==> src/hw/execTypes.sv <==
// ----------------------------------------
// shared widths and opcode encodings for the RV32 execute stage
// enum widths are fixed and upstream decode must match them
// ----------------------------------------
`default_nettype none

package execTypes;

    localparam int XLEN = 32;
    localparam int XLEN_LOG2 = 5;
    localparam int REG_ADDR_W = 5;
    localparam int INSN_SIZE = 4;

    typedef logic [XLEN-1:0] word_t;
    typedef logic [REG_ADDR_W-1:0] regAddr_t;

    typedef enum logic [3:0] {
        aluAdd,
        aluSub,
        aluSll,
        aluSlt,
        aluSltu,
        aluXor,
        aluSrl,
        aluSra,
        aluOr,
        aluAnd,
        aluClear1,
        aluClear2
    } aluCommand_t;

    typedef enum logic [2:0] {
        branchEqual,
        branchNotEqual,
        branchLessThan,
        branchGreaterEqual,
        branchUnsignedLessThan,
        branchUnsignedGreaterEqual,
        branchAlways
    } branchType_t;

    // RISC-V M extension order
    typedef enum logic [2:0] {
        mdMul,
        mdMulh,
        mdMulhsu,
        mdMulhu,
        mdDiv,
        mdDivu,
        mdRem,
        mdRemu
    } mulDivType_t;

    typedef enum logic {
        exUnitAlu,
        exUnitMulDiv
    } exUnitType_t;

    typedef enum logic [1:0] {
        src1Zero,
        src1Pc,
        src1Reg
    } aluSrc1Type_t;

    typedef enum logic [1:0] {
        src2Zero,
        src2Imm,
        src2Reg
    } aluSrc2Type_t;

    typedef enum logic {
        dstResult,
        dstNextPc
    } dstSrcType_t;

endpackage

`default_nettype wire

==> src/hw/executeStage.sv <==
// ----------------------------------------
// RV32 integer execute stage, one op per cycle
// upstream must hold all inputs while stall is high
// no downstream back-pressure; results appear one cycle later
// ----------------------------------------
`timescale 1ns/1ps
`default_nettype none

module executeStage import execTypes::*; (
    input  logic         clk,
    input  logic         reset,
    input  logic         valid,
    input  exUnitType_t  exUnitType,
    input  aluCommand_t  aluCommand,
    input  aluSrc1Type_t aluSrc1Type,
    input  aluSrc2Type_t aluSrc2Type,
    input  mulDivType_t  mulDivType,
    input  logic         isBranch,
    input  branchType_t  branchType,
    input  dstSrcType_t  dstSrcType,
    input  logic         regWriteEnable,
    input  regAddr_t     srcRegAddr1,
    input  regAddr_t     srcRegAddr2,
    input  regAddr_t     dstRegAddr,
    input  word_t        srcRegValue1,
    input  word_t        srcRegValue2,
    input  word_t        pc,
    input  word_t        imm,
    output logic         stall,
    output logic         outValid,
    output logic         outRegWrite,
    output regAddr_t     outDstRegAddr,
    output word_t        outDstValue,
    output logic         outBranchTaken,
    output word_t        outNextPc
);

    word_t srcValue1;
    word_t srcValue2;
    word_t aluSrc1;
    word_t aluSrc2;
    word_t aluResult;
    logic  condition;
    word_t mulDivResult;
    logic  mulDivDone;
    logic  mulDivOp;
    logic  mulDivPending;
    logic  mulDivStart;
    logic  accepted;
    word_t result;
    word_t seqPc;
    word_t dstValue;
    logic  branchTaken;
    word_t nextPc;

    operandBypass bypass0 (
        .clk        (clk),
        .reset      (reset),
        .writeEnable(accepted && regWriteEnable),
        .writeAddr  (dstRegAddr),
        .writeValue (dstValue),
        .readAddr1  (srcRegAddr1),
        .readAddr2  (srcRegAddr2),
        .regValue1  (srcRegValue1),
        .regValue2  (srcRegValue2),
        .value1     (srcValue1),
        .value2     (srcValue2)
    );

    always_comb begin
        case (aluSrc1Type)
            src1Pc:  aluSrc1 = pc;
            src1Reg: aluSrc1 = srcValue1;
            default: aluSrc1 = '0;
        endcase
        case (aluSrc2Type)
            src2Imm: aluSrc2 = imm;
            src2Reg: aluSrc2 = srcValue2;
            default: aluSrc2 = '0;
        endcase
    end

    intAlu alu0 (
        .command   (aluCommand),
        .src1      (aluSrc1),
        .src2      (aluSrc2),
        .branchType(branchType),
        .cmpSrc1   (srcValue1),
        .cmpSrc2   (srcValue2),
        .result    (aluResult),
        .condition (condition)
    );

    // start once per op; pending covers the cycles until done
    assign mulDivOp = valid && exUnitType == exUnitMulDiv;
    assign mulDivStart = mulDivOp && !mulDivPending;
    assign stall = mulDivOp && !mulDivDone;
    assign accepted = valid && !stall;

    always_ff @(posedge clk) begin
        if (reset || mulDivDone) begin
            mulDivPending <= 1'b0;
        end else if (mulDivStart) begin
            mulDivPending <= 1'b1;
        end
    end

    mulDivUnit mulDiv0 (
        .clk       (clk),
        .reset     (reset),
        .start     (mulDivStart),
        .mulDivType(mulDivType),
        .src1      (srcValue1),
        .src2      (srcValue2),
        .done      (mulDivDone),
        .result    (mulDivResult)
    );

    assign result = exUnitType == exUnitMulDiv ? mulDivResult : aluResult;
    assign seqPc = pc + INSN_SIZE;
    assign dstValue = dstSrcType == dstNextPc ? seqPc : result;
    assign branchTaken = isBranch && condition;
    assign nextPc = branchTaken ? aluResult : seqPc;

    // bubble into the output register while stalled
    always_ff @(posedge clk) begin
        if (reset || stall) begin
            outValid <= 1'b0;
            outRegWrite <= 1'b0;
            outDstRegAddr <= '0;
            outDstValue <= '0;
            outBranchTaken <= 1'b0;
            outNextPc <= '0;
        end else begin
            outValid <= valid;
            outRegWrite <= valid && regWriteEnable;
            outDstRegAddr <= dstRegAddr;
            outDstValue <= dstValue;
            outBranchTaken <= valid && branchTaken;
            outNextPc <= nextPc;
        end
    end

endmodule

`default_nettype wire

==> src/hw/intAlu.sv <==
// ----------------------------------------
// integer ALU and branch comparator, purely combinational
// shifts use the low five bits of src2 only
// ----------------------------------------
`timescale 1ns/1ps
`default_nettype none

module intAlu import execTypes::*; (
    input  aluCommand_t command,
    input  word_t       src1,
    input  word_t       src2,
    input  branchType_t branchType,
    input  word_t       cmpSrc1,
    input  word_t       cmpSrc2,
    output word_t       result,
    output logic        condition
);

    logic [XLEN_LOG2-1:0] shamt;

    assign shamt = src2[XLEN_LOG2-1:0];

    always_comb begin
        case (command)
            aluAdd:    result = src1 + src2;
            aluSub:    result = src1 - src2;
            aluSll:    result = src1 << shamt;
            aluSlt:    result = {{(XLEN-1){1'b0}}, $signed(src1) < $signed(src2)};
            aluSltu:   result = {{(XLEN-1){1'b0}}, src1 < src2};
            aluXor:    result = src1 ^ src2;
            aluSrl:    result = src1 >> shamt;
            aluSra:    result = $signed(src1) >>> shamt;
            aluOr:     result = src1 | src2;
            aluAnd:    result = src1 & src2;
            aluClear1: result = src1 & ~src2;
            aluClear2: result = ~src1 & src2;
            default:   result = '0;
        endcase
    end

    // compares the register operands, not the ALU sources
    always_comb begin
        case (branchType)
            branchEqual:                condition = cmpSrc1 == cmpSrc2;
            branchNotEqual:             condition = cmpSrc1 != cmpSrc2;
            branchLessThan:             condition = $signed(cmpSrc1) < $signed(cmpSrc2);
            branchGreaterEqual:         condition = $signed(cmpSrc1) >= $signed(cmpSrc2);
            branchUnsignedLessThan:     condition = cmpSrc1 < cmpSrc2;
            branchUnsignedGreaterEqual: condition = cmpSrc1 >= cmpSrc2;
            branchAlways:               condition = 1'b1;
            default:                    condition = 1'b0;
        endcase
    end

endmodule

`default_nettype wire

==> src/hw/mulDivUnit.sv <==
// ----------------------------------------
// multi-cycle multiply / divide, one op at a time
// start only while idle; operands are latched at start
// done pulses one cycle: 2 cycles for mul, 33 for div/rem
// ----------------------------------------
`timescale 1ns/1ps
`default_nettype none

module mulDivUnit import execTypes::*; (
    input  logic        clk,
    input  logic        reset,
    input  logic        start,
    input  mulDivType_t mulDivType,
    input  word_t       src1,
    input  word_t       src2,
    output logic        done,
    output word_t       result
);

    typedef enum logic [1:0] {
        stIdle,
        stMul,
        stDiv,
        stDone
    } state_t;

    state_t                 state;
    logic [XLEN_LOG2-1:0]   count;
    mulDivType_t            cmd;
    logic                   srcSigned1;
    logic                   srcSigned2;
    logic [XLEN:0]          extSrc1;
    logic [XLEN:0]          extSrc2;
    logic [XLEN:0]          opA;
    logic [XLEN:0]          opB;
    logic signed [2*XLEN+1:0] productFull;
    logic [2*XLEN-1:0]      product;
    word_t                  quot;
    word_t                  rem;
    word_t                  divisor;
    logic                   negQuot;
    logic                   negRem;
    logic                   divByZero;
    logic [XLEN:0]          partial;
    logic [XLEN:0]          diff;
    word_t                  quotFixed;
    word_t                  remFixed;

    // sign extension to 33 bits per operand kind
    assign srcSigned1 = mulDivType inside {mdMulh, mdMulhsu, mdDiv, mdRem};
    assign srcSigned2 = mulDivType inside {mdMulh, mdDiv, mdRem};
    assign extSrc1 = {srcSigned1 & src1[XLEN-1], src1};
    assign extSrc2 = {srcSigned2 & src2[XLEN-1], src2};

    assign productFull = $signed(opA) * $signed(opB);

    // restoring step: shift in next dividend bit, try subtract
    assign partial = {rem, quot[XLEN-1]};
    assign diff = partial - {1'b0, divisor};

    always_ff @(posedge clk) begin
        if (reset) begin
            state <= stIdle;
            count <= '0;
        end else begin
            case (state)
                stIdle: begin
                    count <= '0;
                    if (start) begin
                        state <= mulDivType[2] ? stDiv : stMul;
                    end
                end
                stMul: state <= stDone;
                stDiv: begin
                    count <= count + 1'b1;
                    if (count == XLEN_LOG2'(XLEN - 1)) begin
                        state <= stDone;
                    end
                end
                default: state <= stIdle;
            endcase
        end
    end

    always_ff @(posedge clk) begin
        if (start && state == stIdle) begin
            cmd <= mulDivType;
            opA <= extSrc1;
            opB <= extSrc2;
            // divider works on magnitudes
            quot <= extSrc1[XLEN] ? -src1 : src1;
            divisor <= extSrc2[XLEN] ? -src2 : src2;
            rem <= '0;
            negQuot <= extSrc1[XLEN] ^ extSrc2[XLEN];
            negRem <= extSrc1[XLEN];
            divByZero <= src2 == '0;
        end else if (state == stMul) begin
            product <= productFull[2*XLEN-1:0];
        end else if (state == stDiv) begin
            if (!diff[XLEN]) begin
                rem <= diff[XLEN-1:0];
                quot <= {quot[XLEN-2:0], 1'b1};
            end else begin
                rem <= partial[XLEN-1:0];
                quot <= {quot[XLEN-2:0], 1'b0};
            end
        end
    end

    // x/0 gives all ones; remainder already equals the dividend
    assign quotFixed = divByZero ? '1 : (negQuot ? -quot : quot);
    assign remFixed = negRem ? -rem : rem;

    assign done = state == stDone;

    always_comb begin
        case (cmd)
            mdMul:          result = product[XLEN-1:0];
            mdDiv, mdDivu:  result = quotFixed;
            mdRem, mdRemu:  result = remFixed;
            default:        result = product[2*XLEN-1:XLEN];
        endcase
    end

endmodule

`default_nettype wire

==> src/hw/operandBypass.sv <==
// ----------------------------------------
// single-entry forwarding from the last retired write
// x0 never hits; entry holds until the next write
// ----------------------------------------
`timescale 1ns/1ps
`default_nettype none

module operandBypass import execTypes::*; (
    input  logic     clk,
    input  logic     reset,
    input  logic     writeEnable,
    input  regAddr_t writeAddr,
    input  word_t    writeValue,
    input  regAddr_t readAddr1,
    input  regAddr_t readAddr2,
    input  word_t    regValue1,
    input  word_t    regValue2,
    output word_t    value1,
    output word_t    value2
);

    logic     entryValid;
    regAddr_t entryAddr;
    word_t    entryValue;
    logic     hit1;
    logic     hit2;

    always_ff @(posedge clk) begin
        if (reset) begin
            entryValid <= 1'b0;
        end else if (writeEnable) begin
            entryValid <= 1'b1;
        end
    end

    always_ff @(posedge clk) begin
        if (writeEnable) begin
            entryAddr <= writeAddr;
            entryValue <= writeValue;
        end
    end

    assign hit1 = entryValid && entryAddr == readAddr1 && readAddr1 != '0;
    assign hit2 = entryValid && entryAddr == readAddr2 && readAddr2 != '0;

    assign value1 = hit1 ? entryValue : regValue1;
    assign value2 = hit2 ? entryValue : regValue2;

endmodule

`default_nettype wire

==> config.mk <==
export PLATFORM = sky130hd
export DESIGN_NAME = executeStage
export DESIGN_NICKNAME = d
export VERILOG_FILES = /design/src/hw/execTypes.sv /design/src/hw/executeStage.sv /design/src/hw/intAlu.sv /design/src/hw/mulDivUnit.sv /design/src/hw/operandBypass.sv
export SDC_FILE = /design/constraint.sdc
export NUM_CORES = 2
export LEC_CHECK = 0
export BUFFER_PORTS_ARGS = -buffer_cell sky130_fd_sc_hd__buf_2
export CELL_PAD_IN_SITES_DETAIL_PLACEMENT = 2
export CELL_PAD_IN_SITES_GLOBAL_PLACEMENT = 2
export CORE_UTILIZATION = 30
export CTS_BUF_LIST = sky130_fd_sc_hd__clkbuf_4 sky130_fd_sc_hd__clkbuf_8 sky130_fd_sc_hd__clkbuf_16
export DETAILED_ROUTE_END_ITERATION = 12
export PLACE_DENSITY = 0.65
export SLEW_MARGIN = 30
export SYNTH_ARGS = -nofsm -noshare
export SYNTH_HDL_FRONTEND = slang
export SYNTH_SLANG_ARGS = --single-unit
==> constraint.sdc <==
create_clock -name clk -period 10.65 [get_ports clk]
set_clock_uncertainty 0.05 [all_clocks]
set_input_delay 1.5975 -clock clk [delete_from_list [all_inputs] [get_ports clk]]
set_output_delay 1.5975 -clock clk [all_outputs]
set_load 0.05 [all_outputs]
==> run metrics <==
status=completed; Post-DP Area=72690 um^2; WL/cell=29.96 um; Initial Util=30.18%; first-pass GRT wire length=467.8 mm; HP Class=flip-flop to flip-flop; flops & latches, synth=348; initial antenna violation count=29; max cap viols=0; DRC Markers=0; post-layout util=33.08%; fmax=0.1043 GHz; Slew HR=21.96%; height of the die=477.4 um; CTS-repair resized insts=0; CTS H-Tree Depth=2; clock sink count=348; grt ovf=0; IO buf count=236; CP startpoint kind=flip-flop; Setup Total Neg Slack=0 ps; Fillers=25140; area of the multi-input gates=52160 um^2; Post-synth top flop=edfxtp_1; syn nets=9319; # nets final=9358; syn_area_per_cell=8.875 um^2; TritonCTS Buffers=46; Worst Tran Pin Value=1164 ps; vias in the first global route=64960; most frequent cells in the layout=inv_1 (1268), fa_1 (1127), nand2_1 (823); Site Rows=174; # setup viols final=0; overall routing resource usage=27.96%; overall die width=477.4 um; Cells after Synth=7640; CP Max Fanout=22; Synth Warn #=0; GP Congestion=0.9593; number of distinct library cells after synthesis=98; CTS tree=built; RSZ-0062 raised after global routing=no; worst slack at placement=1127 ps; Synth async-reset ratio=0%; routed vias/inst=5.449; die area=227900 um^2; EDFF count, synth=235; DRT antenna net count=0; CTS Buffer Depth=3; leading cell type in the layout, fill and taps excluded=inv_1; CP Data Arrival Time=9900 ps; fin crit period=9592 ps; final hold violation count=0; TritonRoute pass-1 iters=5; Post-Syn Area=67810 um^2; pin count of the biggest net entering global routing=73; Max Slew Vio Count=0; DP HPWL=269.7 mm; register area=9319 um^2; HP Start=mulDivPending$_SDFFE_PP0P_; layout cells sized above 1=8.128%; core area=224700 um^2; post-route clock period utilization=90.07%; Root Driver=clkbuf_16; critical path capture point type=flip-flop; Worst-path clk slew=60 ps; min setup slack post-route=1058 ps; post-CTS setup-driven buffer insertion count=0; Initial DRC Count=4249; Clock Latency Late Sink=640 ps; Setup crit start=mulDiv0.opA[3]$_DFFE_PP_; reg2reg start=mulDiv0.opA[3]$_DFFE_PP_; Seq/Total Area, Yosys=13.74%; IO Pins=237; WP data required=10960 ps; Vias=58430; Final Routed Wirelength=321.2 mm; Finished Cell Area=74310 um^2; Setup CP Type=flip-flop to flip-flop; Area growth syn-to-layout=9.597%; hold_buf cts=0
routing by layer:
metal  global-route usage (%)  wire, um  vias to the layer above
met1                    36.98    138400                    31320
met2                    45.88    150600                     1773
met4                    13.50     17900                        8
met3                    2.452     14300                      468
met5                        0        54                        -
li1                         -         -                    24860
synth_stat cells (16+ instances only):
| library cell | n | area (um^2) |
|---|---|---|
| fa_1 | 1128 | 22580 |
| ha_1 | 387 | 4842 |
| dfxtp_1 | 113 | 2262 |
| o41ai_1 | 20 | 175.2 |
| nor4_1 | 24 | 150.1 |
| xnor2_1 | 204 | 1787 |
| nand4_1 | 46 | 287.8 |
| o21a_1 | 35 | 262.8 |
| a21o_1 | 92 | 690.7 |
| a221oi_1 | 36 | 315.3 |
| a22oi_1 | 48 | 360.4 |
| inv_1 | 1270 | 4767 |
| nor2_1 | 278 | 1044 |
| a221o_1 | 16 | 160.2 |
| a21oi_1 | 358 | 1792 |
| nand2b_1 | 34 | 212.7 |
| mux2i_1 | 160 | 1602 |
| buf_1 | 30 | 112.6 |
| a31oi_1 | 50 | 312.8 |
| nand3_1 | 98 | 490.5 |
| o21ai_0 | 269 | 1346 |
| a211oi_1 | 94 | 705.7 |
| xor2_1 | 108 | 945.9 |
| o211ai_1 | 47 | 352.8 |
| and2_1 | 583 | 3647 |
| edfxtp_1 | 235 | 7057 |
| nor2b_1 | 57 | 356.6 |
| and3_1 | 31 | 193.9 |
| buf_2 | 18 | 90.09 |
| o22ai_1 | 19 | 118.9 |
| nor3_1 | 108 | 540.5 |
| or4_1 | 18 | 135.1 |
| o21bai_1 | 36 | 270.3 |
| mux2_2 | 17 | 191.4 |
| clkbuf_1 | 392 | 1471 |
| nand2_1 | 825 | 3097 |
| o31ai_1 | 63 | 473.0 |
flip-flops by register name, indices dropped and copies added, names as in the netlist, 2 cells and up:
register and flops:
bypass0.entryAddr 5, mulDiv0.opB 32, mulDiv0.cmd 3, mulDiv0.rem 32, mulDiv0.count 5, mulDiv0.opA 33, mulDiv0.quot 32, bypass0.entryValue 32
outNextPc 32, outDstValue 32, outDstRegAddr 5, mulDiv0.divisor 32, mulDiv0.product 64, mulDiv0.state 2
per-stage QoR:
step	instances	hold WS (ps)
3_3_place_gp	10620	446.9
4_1_cts	10700	491.3
5_1_grt	10710	507.9
6_report	10720	490.7
3_5_place_dp	10620	479.9
2_1_floorplan	7640	405.9
kinds of logic (layout without fill, tap and decap cells):
logic type,after synthesis,count (layout),share of synthesized area (%)
AO/OA/AOI/OAI,1396,1396,13.74
flip-flops,348,348,13.74
buffers and inverters,1720,1794,9.577
other,0,16,0
adder cells (fa/ha/maj),1515,1515,40.45
XOR/XNOR,312,312,4.030
AND/OR/NAND/NOR,2170,2170,15.76
multiplexers,179,179,2.698
worst max-delay path, cell delays in order (launching register included):
cell,delay [ps]
edfxtp_1,970
buf_4,420
nand2_1,110
fa_1,490
fa_1,430
fa_1,400
fa_1,520
inv_1,60
fa_1,500
fa_1,570
inv_1,60
fa_1,480
fa_1,550
inv_1,50
ha_1,210
a21oi_1,130
nor2b_1,110
nor2_1,220
o21ai_0,130
a21oi_1,600
o22ai_1,470
a31oi_1,600
o21ai_0,280
a221o_1,350
a21oi_1,220
o31ai_1,120
xnor2_1,140
layout make-up:
| cell class | instances | area share, % |
|---|---|---|
| repair buffers | 434 | 3.679 |
| clock inverters | 27 | 0.3923 |
| multi-input cells | 5572 | 70.19 |
| diodes | 16 | 0.05388 |
| well taps | 2992 | 5.038 |
| inverters | 1277 | 6.454 |
| clock buffers | 56 | 1.658 |
| flip-flops and latches | 348 | 12.54 |
worst paths after layout:
kind                                                       to  slack (ps)  cells after the start
worst max-delay path            mulDiv0.product[56]$_DFFE_PP_        1060                     26
worst min-delay path               mulDivPending$_SDFFE_PP0P_         490                      2
worst max register to register  mulDiv0.product[56]$_DFFE_PP_        1060                     26
worst min register to register     mulDivPending$_SDFFE_PP0P_         490                      2
Power is left out: the tool's default activity adds up to more than one toggle a clock period on the data nets, which glitch-free logic cannot reach.
